--- src/hdl/bus_ctrl_pkg.sv ---
/*
 * Register map, widths and shared types of the bus controller.
 * Settings and readback share one 32-bit data width. Rate-select pads are open drain.
 */

package bus_ctrl_pkg;

   // ------------------------------------------------------------------------
   // Widths
   // ------------------------------------------------------------------------
   localparam int SET_ADDR_W    = 8;
   localparam int RB_ADDR_W     = 8;
   localparam int BUS_DATA_W    = 32;

   localparam int LED_W         = 8;
   localparam int SW_RST_W      = 4;
   localparam int CLK_CTRL_W    = 7;
   localparam int CLK_STATUS_W  = 8;
   localparam int SFP_RS_W      = 2;
   localparam int PHY_STATUS_W  = 16;

   localparam int NUM_SFP_PORTS = 2;

   // Flops per synchronizer chain
   localparam int SYNC_STAGES   = 2;

   // ------------------------------------------------------------------------
   // Reset values and fixed readback words
   // ------------------------------------------------------------------------
   // Bit 6 enables the GPS-disciplined oscillator
   localparam logic [CLK_CTRL_W-1:0] CLK_CTRL_RESET = 7'b100_0000;

   localparam logic [15:0] COMPAT_MAJOR = 16'h0012;
   localparam logic [15:0] COMPAT_MINOR = 16'h0000;

   // ------------------------------------------------------------------------
   // Address maps
   // ------------------------------------------------------------------------
   // Software reset bits: [0] PHY, [1] radio clock domain,
   // [2] radio clock PLL, [3] ADC IDELAYCTRL
   typedef enum logic [SET_ADDR_W-1:0] {
      SR_LEDS       = 8'd0,
      SR_SW_RST     = 8'd1,
      SR_CLOCK_CTRL = 8'd2,
      SR_SFPP_CTRL0 = 8'd8,
      SR_SFPP_CTRL1 = 8'd9
   } sr_addr_e;

   // Addresses not listed read back as zero
   typedef enum logic [RB_ADDR_W-1:0] {
      RB_COUNTER      = 8'd0,
      RB_CLK_STATUS   = 8'd3,
      RB_COMPAT_NUM   = 8'd6,
      RB_SFPP_STATUS0 = 8'd8,
      RB_SFPP_STATUS1 = 8'd9
   } rb_addr_e;

   // ------------------------------------------------------------------------
   // Bus and status structs
   // ------------------------------------------------------------------------
   typedef struct packed {
      logic                  stb;
      logic [SET_ADDR_W-1:0] addr;
      logic [BUS_DATA_W-1:0] data;
   } set_bus_t;

   typedef struct packed {
      logic                 rd_stb;
      logic [RB_ADDR_W-1:0] addr;
   } rb_req_t;

   typedef struct packed {
      logic mod_abs;
      logic tx_fault;
      logic rx_los;
   } sfp_pins_t;

   // One port's readback word, 32 bits
   typedef struct packed {
      logic [PHY_STATUS_W-1:0] phy_status;
      logic [9:0]              reserved;
      sfp_pins_t               changed;
      sfp_pins_t               pins;
   } sfp_status_t;

endpackage
--- src/hdl/bus_ctrl.sv ---
/*
 * Bus controller register side. Writes are single-cycle strobes, no handshake.
 * Rate-select outputs are drive-low enables; the board tri-states the pad.
 */

`timescale 1ns/1ns

module bus_ctrl (
   input  logic                                    clk,
   input  logic                                    i_reset,
   input  bus_ctrl_pkg::set_bus_t                  i_set,
   input  bus_ctrl_pkg::rb_req_t                   i_rb,
   input  logic [bus_ctrl_pkg::CLK_STATUS_W-1:0]   i_clock_status,
   input  bus_ctrl_pkg::sfp_pins_t [bus_ctrl_pkg::NUM_SFP_PORTS-1:0]
                                                   i_sfp_pins,
   input  logic [bus_ctrl_pkg::NUM_SFP_PORTS-1:0][bus_ctrl_pkg::PHY_STATUS_W-1:0]
                                                   i_phy_status,
   output logic [bus_ctrl_pkg::BUS_DATA_W-1:0]     o_rb_data,
   output logic [bus_ctrl_pkg::LED_W-1:0]          o_leds,
   output logic [bus_ctrl_pkg::SW_RST_W-1:0]       o_sw_rst,
   output logic [bus_ctrl_pkg::CLK_CTRL_W-1:0]     o_clock_control,
   output logic [bus_ctrl_pkg::NUM_SFP_PORTS-1:0][bus_ctrl_pkg::SFP_RS_W-1:0]
                                                   o_sfp_rs_drive_low
);

   logic [bus_ctrl_pkg::NUM_SFP_PORTS-1:0]                    status_clear;
   bus_ctrl_pkg::sfp_status_t [bus_ctrl_pkg::NUM_SFP_PORTS-1:0] sfp_status;

   // ------------------------------------------------------------------------
   // Settings decode
   // ------------------------------------------------------------------------
   ctrl_regs u_ctrl_regs (
      .clk                (clk),
      .i_reset            (i_reset),
      .i_set              (i_set),
      .i_rb               (i_rb),
      .o_leds             (o_leds),
      .o_sw_rst           (o_sw_rst),
      .o_clock_control    (o_clock_control),
      .o_sfp_rs_drive_low (o_sfp_rs_drive_low),
      .o_status_clear     (status_clear)
   );

   // ------------------------------------------------------------------------
   // Per-port monitors
   // ------------------------------------------------------------------------
   for (genvar p = 0; p < bus_ctrl_pkg::NUM_SFP_PORTS; p++) begin : g_port
      sfp_port_monitor u_monitor (
         .clk          (clk),
         .i_reset      (i_reset),
         .i_pins       (i_sfp_pins[p]),
         .i_phy_status (i_phy_status[p]),
         .i_clear      (status_clear[p]),
         .o_status     (sfp_status[p])
      );
   end

   // ------------------------------------------------------------------------
   // Readback
   // ------------------------------------------------------------------------
   // Any 8-bit address is legal here, unmapped ones read zero
   readback_mux u_readback_mux (
      .clk            (clk),
      .i_reset        (i_reset),
      .i_rb_addr      (bus_ctrl_pkg::rb_addr_e'(i_rb.addr)),
      .i_clock_status (i_clock_status),
      .i_sfp_status   (sfp_status),
      .o_rb_data      (o_rb_data)
   );

endmodule

--- src/hdl/readback_mux.sv ---
/*
 * Readback data select, combinational from address to data.
 * Also owns the free-running cycle counter, which wraps at 2^32.
 */

`timescale 1ns/1ns

module readback_mux (
   input  logic                                    clk,
   input  logic                                    i_reset,
   input  bus_ctrl_pkg::rb_addr_e                  i_rb_addr,
   input  logic [bus_ctrl_pkg::CLK_STATUS_W-1:0]   i_clock_status,
   input  bus_ctrl_pkg::sfp_status_t [bus_ctrl_pkg::NUM_SFP_PORTS-1:0]
                                                   i_sfp_status,
   output logic [bus_ctrl_pkg::BUS_DATA_W-1:0]     o_rb_data
);

   logic [bus_ctrl_pkg::BUS_DATA_W-1:0] counter;

   // Free-running counter
   always_ff @(posedge clk) begin
      if (i_reset) begin
         counter <= '0;
      end else begin
         counter <= counter + 1'b1;
      end
   end

   // ------------------------------------------------------------------------
   // Address decode
   // ------------------------------------------------------------------------
   always_comb begin
      case (i_rb_addr)
         bus_ctrl_pkg::RB_COUNTER: begin
            o_rb_data = counter;
         end
         bus_ctrl_pkg::RB_CLK_STATUS: begin
            o_rb_data = bus_ctrl_pkg::BUS_DATA_W'(i_clock_status);
         end
         // Major in the upper half
         bus_ctrl_pkg::RB_COMPAT_NUM: begin
            o_rb_data = {bus_ctrl_pkg::COMPAT_MAJOR, bus_ctrl_pkg::COMPAT_MINOR};
         end
         bus_ctrl_pkg::RB_SFPP_STATUS0: begin
            o_rb_data = i_sfp_status[0];
         end
         bus_ctrl_pkg::RB_SFPP_STATUS1: begin
            o_rb_data = i_sfp_status[1];
         end
         default: begin
            o_rb_data = '0;
         end
      endcase
   end

endmodule

--- src/hdl/sfp_port_monitor.sv ---
/*
 * One SFP+ port. Pins and PHY status are asynchronous and go through
 * SYNC_STAGES flops without reset. Change flags stay set until i_clear.
 */

`timescale 1ns/1ns

module sfp_port_monitor (
   input  logic                                    clk,
   input  logic                                    i_reset,
   input  bus_ctrl_pkg::sfp_pins_t                 i_pins,
   input  logic [bus_ctrl_pkg::PHY_STATUS_W-1:0]   i_phy_status,
   input  logic                                    i_clear,
   output bus_ctrl_pkg::sfp_status_t               o_status
);

   localparam int LAST = bus_ctrl_pkg::SYNC_STAGES - 1;

   // Stage 0 samples the pad, stage LAST is safe to use
   bus_ctrl_pkg::sfp_pins_t [LAST:0]                          pin_sync;
   logic [LAST:0][bus_ctrl_pkg::PHY_STATUS_W-1:0]             phy_sync;

   // Previous synchronized pin sample, for edge detection
   bus_ctrl_pkg::sfp_pins_t                                   pin_prev;
   bus_ctrl_pkg::sfp_pins_t                                   pin_changed;
   bus_ctrl_pkg::sfp_pins_t                                   chgd;

   // ------------------------------------------------------------------------
   // Synchronizers
   // ------------------------------------------------------------------------
   always_ff @(posedge clk) begin
      pin_sync[0] <= i_pins;
      phy_sync[0] <= i_phy_status;
      for (int s = 1; s <= LAST; s++) begin
         pin_sync[s] <= pin_sync[s-1];
         phy_sync[s] <= phy_sync[s-1];
      end
      pin_prev <= pin_sync[LAST];
   end

   // ------------------------------------------------------------------------
   // Sticky change flags
   // ------------------------------------------------------------------------
   assign pin_changed = pin_sync[LAST] ^ pin_prev;

   // A clear in the same cycle as a new change wins
   always_ff @(posedge clk) begin
      if (i_reset || i_clear) begin
         chgd <= '0;
      end else begin
         chgd <= chgd | pin_changed;
      end
   end

   always_comb begin
      o_status.phy_status = phy_sync[LAST];
      o_status.reserved   = '0;
      o_status.changed    = chgd;
      o_status.pins       = pin_sync[LAST];
   end

endmodule

--- src/hdl/ctrl_regs.sv ---
/*
 * Settings bus decoder. Writes land at the strobe edge and show one cycle later.
 * Status read strobes become combinational per-port clear pulses.
 */

`timescale 1ns/1ns

module ctrl_regs (
   input  logic                                  clk,
   input  logic                                  i_reset,
   input  bus_ctrl_pkg::set_bus_t                i_set,
   input  bus_ctrl_pkg::rb_req_t                 i_rb,
   output logic [bus_ctrl_pkg::LED_W-1:0]        o_leds,
   output logic [bus_ctrl_pkg::SW_RST_W-1:0]     o_sw_rst,
   output logic [bus_ctrl_pkg::CLK_CTRL_W-1:0]   o_clock_control,
   output logic [bus_ctrl_pkg::NUM_SFP_PORTS-1:0][bus_ctrl_pkg::SFP_RS_W-1:0]
                                                 o_sfp_rs_drive_low,
   output logic [bus_ctrl_pkg::NUM_SFP_PORTS-1:0] o_status_clear
);

   // ------------------------------------------------------------------------
   // Control registers
   // ------------------------------------------------------------------------
   always_ff @(posedge clk) begin
      if (i_reset) begin
         o_leds             <= '0;
         o_sw_rst           <= '0;
         o_clock_control    <= bus_ctrl_pkg::CLK_CTRL_RESET;
         o_sfp_rs_drive_low <= '0;
      end else if (i_set.stb) begin
         case (i_set.addr)
            bus_ctrl_pkg::SR_LEDS: begin
               o_leds <= i_set.data[bus_ctrl_pkg::LED_W-1:0];
            end
            bus_ctrl_pkg::SR_SW_RST: begin
               o_sw_rst <= i_set.data[bus_ctrl_pkg::SW_RST_W-1:0];
            end
            bus_ctrl_pkg::SR_CLOCK_CTRL: begin
               o_clock_control <= i_set.data[bus_ctrl_pkg::CLK_CTRL_W-1:0];
            end
            // Bit 0 drives RS0 low, bit 1 drives RS1 low
            bus_ctrl_pkg::SR_SFPP_CTRL0: begin
               o_sfp_rs_drive_low[0] <= i_set.data[bus_ctrl_pkg::SFP_RS_W-1:0];
            end
            bus_ctrl_pkg::SR_SFPP_CTRL1: begin
               o_sfp_rs_drive_low[1] <= i_set.data[bus_ctrl_pkg::SFP_RS_W-1:0];
            end
            default: begin
               // Unmapped write, nothing changes
            end
         endcase
      end
   end

   // ------------------------------------------------------------------------
   // Clear-on-read pulses
   // ------------------------------------------------------------------------
   // Port p owns readback address RB_SFPP_STATUS0 + p
   always_comb begin
      for (int p = 0; p < bus_ctrl_pkg::NUM_SFP_PORTS; p++) begin
         o_status_clear[p] = i_rb.rd_stb &&
            (i_rb.addr == bus_ctrl_pkg::RB_ADDR_W'(bus_ctrl_pkg::RB_SFPP_STATUS0 + p));
      end
   end

endmodule

--- config.mk ---
export PLATFORM = sky130hd
export DESIGN_NAME = bus_ctrl
export DESIGN_NICKNAME = d
export VERILOG_FILES = /design/src/hdl/bus_ctrl_pkg.sv /design/src/hdl/bus_ctrl.sv /design/src/hdl/readback_mux.sv /design/src/hdl/sfp_port_monitor.sv /design/src/hdl/ctrl_regs.sv
export SDC_FILE = /design/constraint.sdc
export NUM_CORES = 1
export LEC_CHECK = 0
export ABC_AREA = 1
export BUFFER_PORTS_ARGS = -buffer_cell sky130_fd_sc_hd__clkbuf_2
export CORE_MARGIN = 4
export CORE_UTILIZATION = 51
export DETAILED_ROUTE_END_ITERATION = 16
export GPL_TIMING_DRIVEN = 0
export PLACE_DENSITY = 0.84
export RECOVER_POWER = 100
export SKIP_LAST_GASP = 1
export SYNTH_ARGS = -nofsm -noshare
export SYNTH_HDL_FRONTEND = slang
export SYNTH_SLANG_ARGS = --single-unit
--- constraint.sdc ---
create_clock -name clk -period 2 [get_ports clk]
set_clock_uncertainty 0.2 [all_clocks]
set_input_delay 0.1 -clock clk [delete_from_list [all_inputs] [get_ports clk]]
set_output_delay 0.1 -clock clk [all_outputs]
set_load 0.05 [all_outputs]
==> impl_metrics.tcl, run 1 <==
set metrics [dict create \
    hold_ws_ns 0.0169 \
    synthDistinctLibCells 28 \
    synth_compound_area_frac 0.0594 \
    setup-violations-final 0 \
    drv_cap 0 \
    num_rows 36 \
    syn-num-nets 745 \
    slew_violations 0 \
    drt-initial-drc-count 359 \
    place_congestion 0.908 \
    dieArea_um2 11900 \
    cts_max_path_buffers 2 \
    synth_area_leaders "dfxtp_1 55%, nand3_1 10%, nand2_1 8.3%, nor2_1 7.0%, a21oi_1 4.7%" \
    drive_above_1_share 0.209 \
    synthMuxAreaShare 0 \
    ys_seq_elements 143 \
    synth.avg_cell_area_um2 8.08 \
    yosys_warnings 0 \
    cts_made_buffers 17 \
    via_per_inst 5.20 \
    fin_crit_ns 1.97 \
    hpwl_mm 9.51 \
    grt_setup_unrepaired "true" \
    initial_utilization 0.529 \
    grt.total_usage 0.272 \
    htree_levels 4 \
    synth_top_area_frac 0.548 \
    pre_cts_slack_ns 0.240 \
    min_path_type "primary input to flop" \
    numPortBuffers 127 \
    synth_top_family_by_area "simple AND/OR/NAND/NOR gates" \
    required_ns 2.21 \
    grt_pass1_vias 5343 \
    synth_xor_area_frac 0.0151 \
    arrival_ns 2.18 \
    seq_area_frac_synth 0.548 \
    synth_adder_area_share 0.00240 \
    p_total_uw 6400 \
    root_buffer "clkbuf_8" \
    drc 0 \
    fin_crit_sh 0.986 \
    ant_nets 0 \
    cts_tree "built" \
    syn-cell-area_um2 5220 \
    p_per_area_nw_per_um2 870 \
    antenna_found_initial 0 \
    antenna_cells 0 \
    irDropWorstVdd_mv 0.850 \
    critPathMaxFanout 5 \
    p_leak_uw 0.00325 \
    netlist.top_cell.by_area "dfxtp_1" \
    overflow 0 \
    synthSimpleGateAreaFrac 0.314 \
    final-instance-count-excl-fill 1018 \
    place_inst 906 \
    setup_slack_ns 0.0276 \
    cts.sinks 143 \
    grt_max_degree 17 \
    drt-total-wl_mm 15.8 \
    first_pass_iters 5 \
    via_count 5296 \
    num-nets-final 971 \
    worstMarginPinSlew_ns 0.616 \
    status "finished clean" \
    slew_headroom 0.591 \
    hold_viol_final 0 \
    postSynthCellCount 646 \
    fp.dieH_um 109 \
    layout-area-overhead-vs-synth_pct 40.8 \
    insertion_delay_ns 0.52 \
    worstSetupPathType "primary input to flop" \
    die_w_um 109 \
    core_area_um2 9860 \
    fmax_ghz 0.507 \
    num_io_pins 153 \
    start_kind "primary input" \
    wl_per_cell_um 15.5 \
    final.fill_count 708 \
    grt_pass1_wl_mm 25.0 \
    path_clk_slew_ns 0.06 \
    cp-end-kind "flop" \
]
-- Yosys cell counts (all sizes together) --
| library cell | instances |
|---|---|
| nand4 | 9 |
| nor2 | 109 |
| xnor2 | 6 |
| nand2 | 120 |
| o21a | 2 |
| a21oi | 49 |
| buf | 23 |
| ha | 1 |
| dfxtp | 143 |
| and3 | 3 |
| inv | 48 |
| xor2 | 3 |
| nand3 | 109 |
| o21ai | 10 |
| nor3 | 6 |
| nand3b | 2 |
| clkbuf | 3 |
-- cell type report --
class	instances	area, µm²	area share
clock inverter	14	155	0.0211
sequential	143	2860	0.389
timing repair buffer	207	1410	0.192
tap	133	166	0.0226
buffer	26	143	0.0194
multi-input combinational	429	2020	0.275
inverter	48	180	0.0245
clock buffer	18	418	0.0568
-- critical path: stages --
cell	delay [ns]
dlygate4sd3_1	0.54
clkbuf_2	0.12
inv_2	0.09
nand3_1	0.08
dlygate4sd3_1	0.57
nand2_1	0.08
nor2_1	0.05
dlygate4sd3_1	0.55
-- timing repair --
| action | CTS | global route |
|---|---|---|
| hold endpoints to repair | 76 | 1 |
| hold buffers | 77 | 1 |
| resized for setup | 0 | 8 |
| buffers inserted | 0 | 3 |
| setup endpoints to repair | 0 | 9 |
-- worst paths after layout --
| kind | start | depth (start not counted) | slack (ns) | endpoint |
|---|---|---|---|---|
| max | i_set[0] | 8 | 0.03 | u_ctrl_regs.o_sfp_rs_drive_low[0]$_SDFFE_PP0P_ |
| min | i_phy_status[29] | 2 | 0.02 | g_port[1].u_monitor.phy_sync[13]$_DFF_P_ |
| max reg2reg | u_readback_mux.counter[0]$_SDFF_PP0_ | 6 | 0.21 | u_readback_mux.counter[15]$_SDFF_PP0_ |
| min reg2reg | g_port[1].u_monitor.phy_sync[15]$_DFF_P_ | 0 | 0.12 | g_port[1].u_monitor.o_status[31]$_DFF_P_ |
-- cell usage in the layout, fill, tap and decap left out, drive strengths merged --
cell,Yosys,layout
clkbuf,3,149
dfxtp,143,143
nand2,120,120
nand3,109,109
nor2,109,109
dlygate4sd3,0,75
inv,48,53
a21oi,49,49
buf,23,25
o21ai,10,10
nand4,9,9
xnor2,6,6
nor3,6,6
clkinv,0,5
and3,3,3
xor2,3,3
nand3b,2,2
o21a,2,2
bufinv,0,2
clkinvlp,0,2
dlymetal6s4s,0,2
ha,1,1
-- power by group --
group          internal [µW]  leakage, µW  switching (µW)
logic                    172      0.00178             165
clock network           1790     0.000277            1270
registers               2960      0.00119            45.7
-- metal layers --
metal,part of all wire,global-route usage,vias to the layer above
met4,0.036,0.150,0
li1,-,-,2551
met3,0.066,0.0669,65
met1,0.38,0.304,2432
met2,0.51,0.472,248
met5,0,0,-
-- flip-flops by register name (all words and copies together) (netlist names) --
signal	count
g_port.u_monitor.phy_sync	32
g_port.u_monitor.pin_prev	6
u_ctrl_regs.o_sfp_rs_drive_low	4
g_port.u_monitor.o_status	44
g_port.u_monitor.pin_sync	6
u_ctrl_regs.o_clock_control	7
u_readback_mux.counter	32
u_ctrl_regs.o_leds	8
u_ctrl_regs.o_sw_rst	4
-- per-stage QoR --
stage | util | TNS, ns | area (µm²)
4_1_cts | 0.747 | 0 | 7370
3_5_place_dp | 0.611 | 0 | 6020
6_report | 0.746 | 0 | 7360
2_1_floorplan | - | 0 | 5220
3_3_place_gp | 0.611 | 0 | 6020
5_1_grt | 0.746 | -0.0791 | 7360
-- cells by family after synthesis --
family	Yosys count
xor+xnor	9
compound gates	61
buf+inv	74
fa+ha+maj	1
simple gates	358
flops	143
No activity file was read; power rests on OpenSTA's default activity.
==> run 2: changes to the inputs <==
--- a/config.mk
+++ b/config.mk
@@ -8,12 +8,13 @@
 export ABC_AREA = 1
 export BUFFER_PORTS_ARGS = -buffer_cell sky130_fd_sc_hd__clkbuf_2
 export CORE_MARGIN = 4
-export CORE_UTILIZATION = 51
+export CORE_UTILIZATION = 53
 export DETAILED_ROUTE_END_ITERATION = 16
 export GPL_TIMING_DRIVEN = 0
-export PLACE_DENSITY = 0.84
+export PLACE_DENSITY = 0.81
 export RECOVER_POWER = 100
 export SKIP_LAST_GASP = 1
 export SYNTH_ARGS = -nofsm -noshare
 export SYNTH_HDL_FRONTEND = slang
+export SYNTH_HIERARCHICAL = 1
 export SYNTH_SLANG_ARGS = --single-unit
==> constraint.sdc (replaced) <==
create_clock -name clk -period 2.2 [get_ports clk]
set_clock_uncertainty 0.2 [all_clocks]
set_input_delay 0.11 -clock clk [delete_from_list [all_inputs] [get_ports clk]]
set_output_delay 0.11 -clock clk [all_outputs]
set_load 0.05 [all_outputs]
==> run 2 against run 1 <==
Against the previous run:
- combinational power is 25% higher
- via count is 12% higher
- utilization is 0.88 points lower
- clock power is 2% lower
- die area is 10% higher
- design area is 10% higher
- clock-buffer cell count is 2 higher
- area after synthesis is 16% higher
- cell count is 15% higher
- critical path type unchanged
==> impl_metrics.tcl, run 2 <==
set metrics [dict create \
    worst_path_largest_cell_delay_ns 0.59 \
    cts_made_buffers 17 \
    final_cell_mix "144 x nand2_1, 143 x nand3_1, 143 x dfxtp_1" \
    wl_per_cell_um 15.1 \
    async_flop_share 0 \
    num_rows 38 \
    cts_tree "built" \
    ff2ff_path_depth 7 \
    hpwl_mm 10.5 \
    synthDistinctLibCells 34 \
    synth_top_area_frac 0.474 \
    overflow 0 \
    ant_nets 0 \
    fmax_ghz 0.463 \
    drt-total-wl_mm 17.6 \
    fin_setup_tns_ns 0 \
    syn-cell-area_um2 6040 \
    hold_viol_final 0 \
    synth.avg_cell_area_um2 7.74 \
    drt-initial-drc-count 459 \
    initial_utilization 0.550 \
    multiInputGateArea_um2 2290 \
    root_buffer "clkbuf_16" \
    min_path_type "primary input to flop" \
    yosys_warnings 6 \
    crit_chain "clkbuf_1 -> dlygate4sd3_1 -> nor2_1 -> dlygate4sd3_1 -> nand3_1 -> dlygate4sd3_1 -> nand2_1 -> nor2_1" \
    grt_pass1_wl_mm 27.9 \
    drc 0 \
    fin_crit_ns 2.16 \
    cts_max_path_buffers 2 \
    cpLargestDelayFamily "buffers and inverters" \
    fin_crit_sh 0.982 \
    arrival_ns 2.29 \
    ys_seq_elements 143 \
    crit_buf_inv 4 \
    via_per_inst 5.09 \
    num_io_pins 153 \
    postSynthCellCount 780 \
    drv_cap 0 \
    num-nets-final 1115 \
    setup-violations-final 0 \
    synth_area_leaders "dfxtp_1 47%, nand3_1 12%, nand2_1 8.8%, buf_4 7.3%, nor2_1 5.8%" \
    dieArea_um2 13200 \
    first_pass_iters 5 \
    core_area_um2 11000 \
    synth-edff-count 0 \
    worstHoldPathCells 7 \
    netlist.top_cell.by_area "dfxtp_1" \
    die_w_um 115 \
    place_congestion 0.957 \
    antenna_found_initial 0 \
    cp-end-kind "flop" \
    largest_reg_flops 44 \
    fp.dieH_um 115 \
    slowest_stage "dlygate4sd3_1" \
    worstMarginPinSlew_ns 0.649 \
    cts.sinks 143 \
    synth_flop_cell "dfxtp_1" \
    p_leak_uw 0.00381 \
    irDropWorstVdd_mv 0.841 \
    required_ns 2.33 \
    antenna_cells 0 \
    final.fill_count 798 \
    start_kind "primary input" \
    crit_cells 8 \
    yosys-top-cells-count "143 x dfxtp_1, 143 x nand3_1, 142 x nand2_1" \
    layout-area-overhead-vs-synth_pct 34.1 \
    via_count 5954 \
    grt_pass1_vias 5818 \
    r2r_slack_ns 0.23 \
    drive_above_1_share 0.227 \
    htree_levels 4 \
    status "finished clean" \
    slew_violations 0 \
    insertion_delay_ns 0.43 \
    p_per_area_nw_per_um2 760 \
    layout_commonest_cell "nand2_1" \
    ff_latch_area_um2 2860 \
    critPathMaxFanout 3 \
    slew_headroom 0.569 \
    crit_top_cell "dlygate4sd3_1" \
    seq_area_frac_synth 0.474 \
    grt.total_usage 0.271 \
    worstSetupPathType "primary input to flop" \
    grt_max_degree 17 \
    numPortBuffers 128 \
    p_total_uw 6150 \
    post_cts.resized_instances 0 \
    path_clk_slew_ns 0.07 \
]
-- run 2: cell types whose count changed after synthesis, moves of 4 or more --
cell     delta
nand2_1    +27
xnor2_1     -6
a21oi_1    -15
nor2_1      -4
nor2_2      +8
inv_1      +23
nand3_1    +34
buf_4      +58
-- run 2: worst paths after layout --
| check | start | to |
|---|---|---|
| setup reg to reg | u_readback_mux/counter[0]$_SDFF_PP0_ | u_readback_mux/counter[12]$_SDFF_PP0_ |
| setup / recovery | i_set[33] | u_ctrl_regs/o_sw_rst[0]$_SDFFE_PP0P_ |
| hold reg to reg | g_port[0].u_monitor/pin_sync[1]$_DFF_P_ | g_port[0].u_monitor/o_status[1]$_DFF_P_ |
| hold / removal | i_rb[4] | g_port[1].u_monitor/o_status[4]$_SDFF_PP0_ |
-- run 2: cells by family after synthesis --
logic type,synth area share
other cells,0.00124
xor+xnor,0.00435
fa+ha+maj,0.00207
compound gates,0.0408
flops,0.474
simple gates,0.337
buf+inv,0.140
-- run 2: worst register-to-register path, stage by stage (launching register included) --
cell and delay [ns]:
dfxtp_1 0.38, ha_1 0.18, nand2_1 0.07, nor2_1 0.30
nand2_1 0.18, nor2_1 0.31, xor2_1 0.18, nor2_1 0.05
-- run 2: layer usage --
layer  track usage  vias up  part of all wire  wire length [µm]
li1              -     2897                 -                 -
met1         0.314     2722              0.39              6880
met2         0.466      278              0.50              8810
met3        0.0687       57             0.077              1360
met4         0.129        0             0.032               567
met5             0        -                 0                 0
-- run 2: final cells by class --
| type | instances | area share |
|---|---|---|
| multi-input cells | 500 | 0.283 |
| plain buffers | 85 | 0.0716 |
| clock buffers | 20 | 0.0564 |
| flip-flops and latches | 143 | 0.354 |
| repair buffers | 199 | 0.162 |
| inverters | 70 | 0.0325 |
| well taps | 140 | 0.0216 |
| clock inverters | 12 | 0.0198 |
-- run 2: through the flow --
stage	hold WS, ns	utilization	setup slack (ns)	instances	cell area [µm²]
floorplan	-0.0623	-	0.705	798	6100
global placement	0.0120	0.630	0.375	1066	6920
detailed placement	0.0139	0.630	0.356	1066	6920
CTS	0.00249	0.749	0.0113	1167	8230
global route	0.0560	0.737	-0.0118	1169	8090
finish	0.0115	0.737	0.0392	1169	8090
-- run 2: power breakdown --
| part | leakage [µW] | internal [µW] | switching, µW |
|---|---|---|---|
| Sequential | 0.00119 | 2690 | 38.1 |
| Clock | 0.000294 | 1850 | 1150 |
| Combinational | 0.00233 | 221 | 199 |
| Total | 0.00381 | 4760 | 1390 |
-- run 2: repair_timing --
action                                  4_1_cts  5_1_grt
endpoints found under the setup margin        0        1
endpoints found under the hold margin        69        0
setup buffers                                 0        3
hold buffers                                 69        0
